$ cat src/logic/lsu_pkg.sv
/*
  shared types for the load/store data path
  imported by the alignment stage, the OBI manager, the memory and the top level
*/

package lsu_pkg;

    // register and bus data width
    localparam int DATA_WIDTH = 32;

    // one enable per byte lane
    localparam int BE_WIDTH = DATA_WIDTH / 8;

    // load/store opcodes
    // low bits follow the RISC-V funct3 encoding
    // bit 3 marks a store
    typedef enum logic [3:0] {
        // signed byte load
        LB  = 4'b0000,
        // signed half load
        LH  = 4'b0001,
        // word load
        LW  = 4'b0010,
        // unsigned byte load
        LBU = 4'b0100,
        // unsigned half load
        LHU = 4'b0101,
        // byte store
        SB  = 4'b1000,
        // half store
        SH  = 4'b1001,
        // word store
        SW  = 4'b1010
    } lsu_op_e;

    // OBI manager FSM
    typedef enum logic [1:0] {
        // free, waiting for a core request
        IDLE       = 2'b00,
        // req high, waiting for gnt
        REQUESTING = 2'b01,
        // granted, waiting for rvalid
        WAITING    = 2'b10,
        // response held until the core takes it
        RESPONDING = 2'b11
    } obi_state_e;

endpackage

$ cat src/logic/obi_manager.sv
/*
  OBI manager carrying one access at a time
  takes a word request from the alignment stage, runs req/gnt and holds the response
*/

module obi_manager import lsu_pkg::*; #(
    parameter int ADDR_WIDTH = 32
) (
    input  logic                  clk,
    input  logic                  rst_n,
    // request from the alignment stage
    input  logic                  core_valid_i,
    output logic                  core_ready_o,
    input  logic [ADDR_WIDTH-1:0] core_addr_i,
    input  logic                  core_we_i,
    input  logic [BE_WIDTH-1:0]   core_be_i,
    input  logic [DATA_WIDTH-1:0] core_wdata_i,
    // response back to the alignment stage
    output logic                  resp_valid_o,
    output logic [DATA_WIDTH-1:0] resp_rdata_o,
    output logic                  resp_err_o,
    input  logic                  resp_ready_i,
    // OBI bus
    output logic                  obi_req_o,
    input  logic                  obi_gnt_i,
    output logic [ADDR_WIDTH-1:0] obi_addr_o,
    output logic                  obi_we_o,
    output logic [BE_WIDTH-1:0]   obi_be_o,
    output logic [DATA_WIDTH-1:0] obi_wdata_o,
    input  logic [DATA_WIDTH-1:0] obi_rdata_i,
    input  logic                  obi_rvalid_i,
    input  logic                  obi_err_i
);

    obi_state_e            state_q;
    obi_state_e            state_d;
    logic [ADDR_WIDTH-1:0] addr_q;
    logic                  we_q;
    logic [BE_WIDTH-1:0]   be_q;
    logic [DATA_WIDTH-1:0] wdata_q;
    logic [DATA_WIDTH-1:0] rdata_q;
    logic                  err_q;

    // next state
    always_comb begin
        state_d = state_q;
        case (state_q)
            IDLE:       if (core_valid_i) state_d = REQUESTING;
            REQUESTING: if (obi_gnt_i) state_d = WAITING;
            WAITING:    if (obi_rvalid_i) state_d = RESPONDING;
            RESPONDING: if (resp_ready_i) state_d = IDLE;
            default:    state_d = IDLE;
        endcase
    end

    always_ff @(posedge clk or negedge rst_n) begin
        if (!rst_n) begin
            state_q <= IDLE;
        end else begin
            state_q <= state_d;
        end
    end

    // request latched at acceptance and held through the stall
    always_ff @(posedge clk) begin
        if (state_q == IDLE && core_valid_i) begin
            addr_q  <= core_addr_i;
            we_q    <= core_we_i;
            be_q    <= core_be_i;
            wdata_q <= core_wdata_i;
        end
    end

    // response latched on rvalid
    always_ff @(posedge clk) begin
        if (state_q == WAITING && obi_rvalid_i) begin
            rdata_q <= obi_rdata_i;
            err_q   <= obi_err_i;
        end
    end

    assign core_ready_o = (state_q == IDLE);

    // bus side driven from the latched request
    assign obi_req_o   = (state_q == REQUESTING);
    assign obi_addr_o  = addr_q;
    assign obi_we_o    = we_q;
    assign obi_be_o    = be_q;
    assign obi_wdata_o = wdata_q;

    assign resp_valid_o = (state_q == RESPONDING);
    assign resp_rdata_o = rdata_q;
    assign resp_err_o   = err_q;

    // OBI rule: request stays up and unchanged until granted
    property p_req_stable;
        @(posedge clk) disable iff (!rst_n)
        obi_req_o && !obi_gnt_i |=> obi_req_o && $stable(obi_addr_o) && $stable(obi_we_o)
            && $stable(obi_be_o) && $stable(obi_wdata_o);
    endproperty

    a_req_stable: assert property (p_req_stable)
        else $error("obi_manager: request changed before grant");

    // subordinate answers only the granted access
    a_rvalid_waiting: assert property (@(posedge clk) disable iff (!rst_n)
        obi_rvalid_i |-> state_q == WAITING)
        else $error("obi_manager: rvalid outside WAITING");

endmodule

$ cat config.mk
export PLATFORM = sky130hd
export DESIGN_NAME = obi_manager
export DESIGN_NICKNAME = d
export VERILOG_FILES = /design/src/logic/lsu_pkg.sv /design/src/logic/obi_manager.sv
export SDC_FILE = /design/constraint.sdc
export NUM_CORES = 1
export LEC_CHECK = 0
export BUFFER_PORTS_ARGS = -buffer_cell sky130_fd_sc_hd__buf_2
export CORE_MARGIN = 2
export CORE_UTILIZATION = 30
export CTS_CLUSTER_DIAMETER = 100
export DETAILED_ROUTE_END_ITERATION = 16
export GPL_TIMING_DRIVEN = 0
export PLACE_DENSITY = 0.7
export SLEW_MARGIN = 20
export SYNTH_ARGS = -nofsm -noshare
export SYNTH_HDL_FRONTEND = slang
export SYNTH_SLANG_ARGS = --single-unit
export TNS_END_PERCENT = 10
$ cat constraint.sdc
create_clock -name clk -period 4.8 [get_ports clk]
set_input_delay 0.24 -clock clk [delete_from_list [all_inputs] [get_ports clk]]
set_output_delay 0.24 -clock clk [all_outputs]
set_load 0.1 [all_outputs]
==> parameters.txt <==
Parameter                              Value

Status
  Result of the run ... complete, no violations

Worst setup path
  Category of the critical setup timing path ... flop to output pin
  Register-to-Register Path Depth ... 3
  Largest fanout of any net on the critical path ... 4
  WP data required ... 4.56 ns
  R2R Setup Slk ... 3.03 ns
  Kind of start point of the critical path ... flop
  Reg-to-reg startpoint ... state_q[0]
  Type of element capturing the critical path ... output pin
  Crit path arrival time ... 1.56 ns
  Reg2reg end ... resp_rdata_o[25]

Logic synthesis
  Cell types with the largest area share after synthesis ... sky130_fd_sc_hd__edfxtp_1, sky130_fd_sc_hd__ha_1, sky130_fd_sc_hd__dfrtp_1
  Ys Warns ... 0
  Compound-gate portion of the synthesized area ... 0.00838
  Multiplexer fraction of the synthesized cell area ... 0.00762
  Post-Synth XOR/XNOR Area ... 0
  Cell count after synthesis ... 121
  Flip-flop and latch count after synthesis ... 104
  Portion of synthesized cell area occupied by the leading cell type ... 0.933
  Total standard cell area after synthesis ... 0.00328 sq mm
  Cell accounting for the most synthesized area ... sky130_fd_sc_hd__edfxtp_1
  Net Count, Synth ... 234
  Proportion of synthesized chip area in sequential cells ... 0.948
  Synth Area in Adders ... 0.0191
  Synthesized area divided by synthesized cell count ... 27.1 sq um
  Synth Area in Simple Gates ... 0.0133
  Largest family of logic cells by synthesized area ... adder cells
  Number of distinct library cells after synthesis ... 12

Floorplan
  Starting Density ... 0.306
  Die height ... 109 um
  DIE AREA ... 0.0118 sq mm
  Area of the placeable core ... 0.0107 sq mm
  Number of top-level pins ... 213
  DIE WIDTH ... 109 um
  Site Rows ... 38

Clock network
  Clock sink count ... 104
  H-Tree Level Count ... 3
  Number of buffers created by CTS ... 9
  PostCTS Resize Cnt ... 0
  Clock Latency Late Sink ... 0.35 ns
  Clock transition at path regs ... 0.09 ns
  Root cell of the clock tree ... sky130_fd_sc_hd__clkbuf_8
  CTS tree ... built
  Maximum root-to-sink buffer count ... 2
  Number of post-CTS setup repair buffers ... 0

Placed design
  Gp weighted congestion ... 0.755
  Cell area after placement ... 0.00454 sq mm
  Dpl hpwl ... 5360 um
  Port Buf Inserts ... 212

GRT
  Pin count of the biggest net entering global routing ... 46
  Vias in the first global route ... 1965
  Overall global routing resource usage ... 0.111
  Residual overflow from global routing ... 0
  First-pass GRT wire length ... 9380 um
  Antenna violations before repair ... 1

STA
  Final number of hold-violating endpoints ... 0
  Maximum clock skew at final layout ... 0.0136 ns
  Post-Route Hold Slack ... 0.0556 ns
  RSZ-0062 raised after global routing ... no
  Number of pins with negative max-slew slack in the final report ... 0
  Time the final worst path needs with I/O delays and setup ... 1.80 ns
  Post-route fraction of the period consumed by the critical path ... 0.374
  Headroom to the max-slew limit ... 0.510
  Slew at the pin with the worst max-slew slack ... 0.735 ns
  Number of endpoints failing setup at the final stage ... 0
  Timing-limited maximum frequency ... 557 MHz
  Sum of negative setup slack ... 0 ns

Pwr
  Fraction of power spent switching nets ... 0.489
  Sequential Power Share ... 0.389
  Part of the power in combinational logic ... 0.451
  Static Leakage ... 1.99 nW
  Switching component of the power ... 1.55 mW
  Power per cell area ... 670 mW/mm^2
  P_int ... 1.62 mW
  Peak supply drop ... 0.299 mV
  Final Total Pwr ... 3.18 mW
  Part of the total power dissipated in the clock network ... 0.160

Drt
  Total number of vias ... 1948
  Drt drc ... 0
  Mean number of vias per cell ... 3.97
  First-iteration detailed-routing DRC count ... 69
  Avg WL per Cell ... 13.9 um
  Number of iterations in the first detailed-routing pass ... 4
  Post-detailed-routing wire length ... 6850 um
  Antenna-violating nets left ... 0

Hold path
  Hold Crit Start ... core_wdata_i[11]
  Worst min-delay path class ... primary input to flop
  Destination of the worst hold path ... obi_wdata_o[11]
  Worst hold stages ... 1

Finish
  Commonest cells after routing, fill and taps aside ... sky130_fd_sc_hd__buf_2, sky130_fd_sc_hd__edfxtp_1, sky130_fd_sc_hd__clkbuf_8, sky130_fd_sc_hd__ha_1, sky130_fd_sc_hd__inv_1
  Finished layout cell area ... 0.00474 sq mm
  Core utilization of the finished layout ... 0.441
  Most frequent standard cell in the layout excluding fill and tap cells ... sky130_fd_sc_hd__buf_2
  Total Nets Final ... 459
  Share of layout cells above drive strength 1 ... 0.663
  Area grow syn2layout ... 44.4%

Run
  Count of max-cap constraint violations ... 0
layer usage:
metal,GRT usage,part of all wire
met3,0.0658,0.16
met5,0,0
met4,0.0577,0.013
met2,0.177,0.45
met1,0.115,0.38
sequential cells by signal, indices dropped and copies added, names as in the netlist:
register / flops
resp_rdata_o: 32
obi_be_o: 4
obi_wdata_o: 32
resp_err_o: 1
obi_addr_o: 32
obi_we_o: 1
state_q: 2
power by group through the flow:
| stage | sequential, mW | clock [mW] | combinational, mW |
|---|---|---|---|
| global route | 1.25 | 0.570 | 1.48 |
| floorplan | 2.23 | 0 | 0.254 |
| CTS | 1.24 | 0.535 | 1.44 |
| detailed placement | 1.26 | 0 | 1.44 |
| global placement | 1.27 | 0 | 1.42 |
| finish | 1.23 | 0.509 | 1.43 |
logic make-up (layout without fill, tap and decap cells):
family	Yosys count	count (layout)
buffers and inverters	3	232
other	0	1
AO/OA/AOI/OAI	1	1
adder cells (fa/ha/maj)	5	5
multiplexers	2	2
AND/OR/NAND/NOR	6	6
flip-flops	104	104
metrics by stage:
stage / instances / setup WS (ns)
global placement: 473 / 1.45
detailed placement: 474 / 3.02
global route: 490 / 2.91
finish: 491 / 3.00
floorplan: 121 / 1.30
CTS: 490 / 2.96
timing repair:
action / in CTS / in global routing
endpoints found under the hold margin: 2 / 0
hold buffers: 1 / 0
endpoints found under the setup margin: 0 / 0
final cells by class:
class / count / area, sq um
Fill cell: 984 / 6000
Sequential cell: 104 / 3110
Timing Repair Buffer: 214 / 1090
Tap cell: 140 / 175
Multi-Input combinational cell: 14 / 161
Clock buffer: 10 / 128
Clock inverter: 5 / 58.8
Inverter: 3 / 11.3
Antenna cell: 1 / 2.50
worst max-delay path by stage:
stage	from	to	depth (start not counted)
6_report	state_q[1]	obi_req_o	3
5_1_grt	state_q[0]	resp_rdata_o[7]	3
4_1_cts	state_q[1]	obi_req_o	3
3_5_place_dp	state_q[0]	resp_rdata_o[10]	3
3_3_place_gp	state_q[0]	obi_wdata_o[15]	3
2_1_floorplan	state_q[0]	obi_addr_o[0]	3
worst max-delay path, stage by stage (launching register included):
cell and delay, ns:
sky130_fd_sc_hd__dfrtp_1 0.42, sky130_fd_sc_hd__inv_1 0.12, sky130_fd_sc_hd__ha_1 0.22, sky130_fd_sc_hd__buf_2 0.45
Yosys cell counts (all sizes together):
library cell,number
mux2,1
inv,3
edfxtp,102
nor2,1
ha,5
dfrtp,2
mux2i,1
a2111oi,1
nor2b,3
and2,2
Power figures use the tool's default switching activity.
