--- src/logic/lsu_pkg.sv ---
/*
  shared types for the load/store data path
  imported by the alignment stage, the OBI manager, the memory and the top level
*/

package lsu_pkg;

    // register and bus data width
    localparam int DATA_WIDTH = 32;

    // one enable per byte lane
    localparam int BE_WIDTH = DATA_WIDTH / 8;

    // load/store opcodes
    // low bits follow the RISC-V funct3 encoding
    // bit 3 marks a store
    typedef enum logic [3:0] {
        // signed byte load
        LB  = 4'b0000,
        // signed half load
        LH  = 4'b0001,
        // word load
        LW  = 4'b0010,
        // unsigned byte load
        LBU = 4'b0100,
        // unsigned half load
        LHU = 4'b0101,
        // byte store
        SB  = 4'b1000,
        // half store
        SH  = 4'b1001,
        // word store
        SW  = 4'b1010
    } lsu_op_e;

    // OBI manager FSM
    typedef enum logic [1:0] {
        // free, waiting for a core request
        IDLE       = 2'b00,
        // req high, waiting for gnt
        REQUESTING = 2'b01,
        // granted, waiting for rvalid
        WAITING    = 2'b10,
        // response held until the core takes it
        RESPONDING = 2'b11
    } obi_state_e;

endpackage

--- src/logic/lsu_align.sv ---
/*
  alignment stage between the load/store unit and the OBI manager
  builds word requests with byte enables and formats load data on the way back
  misaligned or unknown accesses are answered here without a bus transaction
*/

module lsu_align import lsu_pkg::*; #(
    parameter int ADDR_WIDTH = 32
) (
    input  logic                  clk,
    input  logic                  rst_n,
    // typed access from the core
    input  logic                  lsu_valid_i,
    output logic                  lsu_ready_o,
    input  lsu_op_e               lsu_op_i,
    input  logic [ADDR_WIDTH-1:0] lsu_addr_i,
    input  logic [DATA_WIDTH-1:0] lsu_wdata_i,
    output logic                  lsu_rvalid_o,
    output logic [DATA_WIDTH-1:0] lsu_rdata_o,
    output logic                  lsu_err_o,
    input  logic                  lsu_rready_i,
    // word request to the manager
    output logic                  core_valid_o,
    input  logic                  core_ready_i,
    output logic [ADDR_WIDTH-1:0] core_addr_o,
    output logic                  core_we_o,
    output logic [BE_WIDTH-1:0]   core_be_o,
    output logic [DATA_WIDTH-1:0] core_wdata_o,
    // response from the manager
    input  logic                  resp_valid_i,
    input  logic [DATA_WIDTH-1:0] resp_rdata_i,
    input  logic                  resp_err_i,
    output logic                  resp_ready_o
);

    logic [1:0]            offset;
    logic                  is_store;
    logic [BE_WIDTH-1:0]   be_base;
    logic [DATA_WIDTH-1:0] wdata_rep;
    logic                  misaligned;
    logic                  illegal;
    logic                  local_err;
    logic                  accept;
    logic                  busy_q;
    logic                  err_pend_q;
    lsu_op_e               op_q;
    logic [1:0]            off_q;
    logic [DATA_WIDTH-1:0] shifted;
    logic [DATA_WIDTH-1:0] load_data;

    assign offset = lsu_addr_i[1:0];

    // opcode decode
    always_comb begin
        is_store   = 1'b0;
        be_base    = '0;
        wdata_rep  = lsu_wdata_i;
        misaligned = 1'b0;
        illegal    = 1'b0;
        case (lsu_op_i)
            LB, LBU: be_base = 4'b0001;
            LH, LHU: begin
                be_base    = 4'b0011;
                misaligned = offset[0];
            end
            LW: begin
                be_base    = 4'b1111;
                misaligned = (offset != 2'd0);
            end
            SB: begin
                is_store  = 1'b1;
                be_base   = 4'b0001;
                // byte copied to every lane
                wdata_rep = {4{lsu_wdata_i[7:0]}};
            end
            SH: begin
                is_store   = 1'b1;
                be_base    = 4'b0011;
                wdata_rep  = {2{lsu_wdata_i[15:0]}};
                misaligned = offset[0];
            end
            SW: begin
                is_store   = 1'b1;
                be_base    = 4'b1111;
                misaligned = (offset != 2'd0);
            end
            default: illegal = 1'b1;
        endcase
    end

    assign local_err = misaligned | illegal;

    // one access in flight, so ready drops until the response is taken
    assign lsu_ready_o = ~busy_q & core_ready_i;
    assign accept      = lsu_valid_i & lsu_ready_o;

    // bad accesses never reach the bus
    assign core_valid_o = lsu_valid_i & ~busy_q & ~local_err;
    assign core_addr_o  = {lsu_addr_i[ADDR_WIDTH-1:2], 2'b00};
    assign core_we_o    = is_store;
    assign core_be_o    = be_base << offset;
    assign core_wdata_o = wdata_rep;

    always_ff @(posedge clk or negedge rst_n) begin
        if (!rst_n) begin
            busy_q     <= 1'b0;
            err_pend_q <= 1'b0;
        end else begin
            if (accept) begin
                busy_q     <= 1'b1;
                err_pend_q <= local_err;
            end else if (lsu_rvalid_o && lsu_rready_i) begin
                busy_q     <= 1'b0;
                err_pend_q <= 1'b0;
            end
        end
    end

    // opcode and lane kept for the response
    always_ff @(posedge clk) begin
        if (accept) begin
            op_q  <= lsu_op_i;
            off_q <= offset;
        end
    end

    // addressed lane moved down to bit 0
    assign shifted = resp_rdata_i >> {off_q, 3'b000};

    always_comb begin
        case (op_q)
            LB:      load_data = {{24{shifted[7]}}, shifted[7:0]};
            LBU:     load_data = {24'd0, shifted[7:0]};
            LH:      load_data = {{16{shifted[15]}}, shifted[15:0]};
            LHU:     load_data = {16'd0, shifted[15:0]};
            LW:      load_data = shifted;
            // stores return no data
            default: load_data = '0;
        endcase
    end

    assign lsu_rvalid_o = err_pend_q | resp_valid_i;
    assign lsu_err_o    = err_pend_q | resp_err_i;
    assign lsu_rdata_o  = lsu_err_o ? '0 : load_data;
    assign resp_ready_o = lsu_rready_i & ~err_pend_q;

    // a forwarded request always enables some lane
    a_be_nonzero: assert property (@(posedge clk) disable iff (!rst_n)
        core_valid_o && core_ready_i |-> core_be_o != '0)
        else $error("lsu_align: request forwarded with empty byte enable");

endmodule

--- config.mk ---
export PLATFORM = sky130hd
export DESIGN_NAME = lsu_align
export DESIGN_NICKNAME = d
export VERILOG_FILES = /design/src/logic/lsu_pkg.sv /design/src/logic/lsu_align.sv
export SDC_FILE = /design/constraint.sdc
export NUM_CORES = 1
export LEC_CHECK = 0
export BUFFER_PORTS_ARGS = -buffer_cell sky130_fd_sc_hd__buf_2
export CAP_MARGIN = 20
export CORE_AREA = 4 4 80 82
export DETAILED_ROUTE_END_ITERATION = 12
export DIE_AREA = 0 0 84 86
export PLACE_DENSITY = 0.78
export SETUP_SLACK_MARGIN = 0.3
export SLEW_MARGIN = 30
export SYNTH_ARGS = -nofsm -noshare
export SYNTH_HDL_FRONTEND = slang
export SYNTH_SLANG_ARGS = --single-unit
--- constraint.sdc ---
create_clock -name clk -period 1.9 [get_ports clk]
set_input_delay 0 -clock clk [delete_from_list [all_inputs] [get_ports clk]]
set_output_delay 0 -clock clk [all_outputs]
set_load 0.01 [all_outputs]
==> flow_metrics.tcl <==
set metrics [dict create \
    hold_class "primary input to output port" \
    seq_area_um2 230.2 \
    grt_antenna_before_repair 0 \
    layout-drive-gt1-share_pct 60.11 \
    synth_warnings 0 \
    drt_wl_total_mm 7.223 \
    grt_max_degree 28 \
    violations "negative setup slack" \
    fin_crit_sh_pct 102.7 \
    power.leakage_uw 0.001402 \
    vias 2264 \
    synth-compound-area-share_pct 22.42 \
    setup.worst_path.start_class "flip-flop" \
    crit_type "flip-flop to output port" \
    gp_congestion 0.9274 \
    n_fill_cell 585 \
    async_flop_share_pct 25.00 \
    crit_fanout 8 \
    p_sw_share_pct 37.58 \
    clock-root-buffer "clkbuf_8" \
    synthSimpleGateAreaFrac_pct 17.42 \
    synth_area_leader_cell "buf_4" \
    startpoint "off_q[0]" \
    globalRouteOverflowTotal 0 \
    p_clk_share_pct 22.5 \
    synth.area.top_cells "buf_4 16%, mux2i_1 16%, mux2_2 10%, edfxtp_1 9.7%, a211oi_1 5.7%" \
    netlist_area_um2 1853 \
    firstDrtPassIters 4 \
    fin_nets 469 \
    synth-main-ff-cell "edfxtp_1" \
    cp.arrival_ns 1.95 \
    netlist_instances 245 \
    dp_hpwl_mm 5.901 \
    cap_violations 0 \
    ys_seq_area_share_pct 12.42 \
    crit_path_end_kind "output port" \
    clock_sinks 8 \
    synthAdderAreaFrac_pct 0 \
    setup_viol 13 \
    io_buffers 150 \
    synth.avg_cell_area_um2 7.563 \
    drc 0 \
    instances_no_fill 436 \
    switchingPower_uw 354.5 \
    yosysMostFrequentCell "buf_4" \
    die_y_um 86 \
    die_w_um 84 \
    synth_edf_count 6 \
    r2r_setup_slack_ns 0.75 \
    core_area_um2 5746 \
    ys_top_cells_by_count "40 x buf_4, 29 x mux2i_1, 22 x nor2_1" \
    power_density_nw_per_um2 357.8 \
    antenna_left 0 \
    antenna_cells 0 \
    synth_top_family_by_area "multiplexers" \
    power_uw 943.4 \
    synthXorXnorAreaFrac_pct 0.4727 \
    p_seq_share_pct 23.6 \
    area_delta_synth_final_pct 42.27 \
    peakVddDrop_mv 0.1736 \
    cts_tree "done" \
    ys_types 36 \
    initial_utilization_pct 32.25 \
    setup_ws_ns -0.05106 \
    grt_first_pass_wirelength_mm 10.64 \
    die_area_um2 7224 \
    status "finished, violations left" \
    clkTransAtPathRegs_ns 0.04 \
    grtUsageTotal_pct 18.00 \
    critical_path.endpoint "lsu_rdata_o[31]" \
    dp_cells 425 \
    multi_input_area_um2 1349 \
    hold_path.startpoint "lsu_addr_i[16]" \
    cts_inserted_buffers 3 \
    grt_pass1_vias 2191 \
    combinationalPowerShare_pct 53.9 \
    rsz0062_at_grt "true" \
    wire_per_inst_um 16.57 \
    fin_worst_skew_ns 0.001849 \
    dr.first_iter.drc_count 41 \
    muxShareOfSynthArea_pct 26.00 \
    r2r-start "busy_q" \
    r2r-end "op_q[1]" \
    vias_per_cell 5.193 \
    fp-row-count 28 \
    fmax_mhz 512.5 \
    hold_viol_final 0 \
    reg2reg_depth 3 \
    p_int_uw 588.8 \
    maxSlewViolCount 0 \
    clk_latency_ns 0.23 \
    ioPinCount 213 \
    clockBufferDepth 2 \
    cts_max_level 1 \
    synth-seq-cells 8 \
    fin_crit_ns 1.951 \
    required_ns 1.90 \
    yosysTopAreaCellShare_pct 16.21 \
]
layer usage:
layer  GRT usage (%)  vias up  wire length (µm)
met5               0        -                 0
met3           8.453       24               953
li1                -     1072                 -
met4           6.579        0               215
met2           31.89      148              3476
met1           18.65     1020              2578
final cells by class:
| cell class | instances | share of cell area (%) |
|---|---|---|
| timing repair buffer | 167 | 34.27 |
| tap | 75 | 3.560 |
| inverter | 4 | 0.5695 |
| clock buffer | 4 | 1.709 |
| sequential | 8 | 8.733 |
| multi-input combinational | 178 | 51.16 |
worst min path at each step:
stage                 endpoint  depth (start not counted)
6_report       core_addr_o[16]                          0
5_1_grt        core_addr_o[21]                          0
4_1_cts        core_addr_o[30]                          0
3_5_place_dp        err_pend_q                          1
3_3_place_gp            busy_q                          1
2_1_floorplan           busy_q                          0
worst max-delay path, stage by stage (launching register included):
cell and delay, ns:
edfxtp_1 0.47, buf_6 0.18, xor2_1 0.15, a221o_1 0.34, o2111a_2 0.26, a21o_1 0.19
buf_2 0.14
flip-flops by register name, summed over array words and instances (netlist names):
signal / flops
busy_q: 1
err_pend_q: 1
off_q: 2
op_q: 4
through the flow:
| stage | TNS [ns] | util (%) | hold slack, ns | setup slack [ns] | instance area, µm² |
|---|---|---|---|---|---|
| after global placement | 0 | 41.79 | -0.2152 | 0.1129 | 2401 |
| after detailed placement | 0 | 41.79 | -0.2146 | 0.07357 | 2401 |
| final | -0.3060 | 45.88 | 0.000004472 | -0.05106 | 2636 |
| after CTS | -0.3262 | 43.92 | 0.00006862 | -0.03582 | 2524 |
| after global routing | -1.409 | 45.88 | 0.00001506 | -0.1010 | 2636 |
| after floorplan | 0 | - | -0.2956 | 0.2995 | 1857 |
cell families after synthesis:
kind of cell	after synthesis
compound gates	66
simple gates	63
buf+inv	60
mux	46
flops	8
xor+xnor	1
other cells	1
power groups by stage:
stage	registers [µW]	logic [µW]	clock network [µW]
CTS	221	485	220
global placement	224	462	0
global route	225	555	230
floorplan	216	335	0
finish	223	508	212
detailed placement	225	467	0
repair_timing:
item	CTS	global route
endpoints found under the hold margin	2	0
cloned	0	0
resized for setup	12	33
pin swaps	1	6
setup endpoints to repair	31	31
hold buffers	1	0
buffers inserted	4	2
layout by cell type, fill, tap and decap left out, types with 4 or more instances in the layout:
master,n
a211oi_1,10
a211oi_2,4
a21o_1,8
a21oi_1,12
a21oi_2,8
and2_1,6
buf_2,149
buf_4,11
buf_6,4
edfxtp_1,6
inv_1,4
mux2_2,17
mux2i_1,25
mux2i_2,4
nand2_1,7
nor2_1,22
nor2b_1,10
nor3_1,4
o21ai_0,7
o21ai_2,6
No activity file was read; power rests on OpenSTA's default activity.
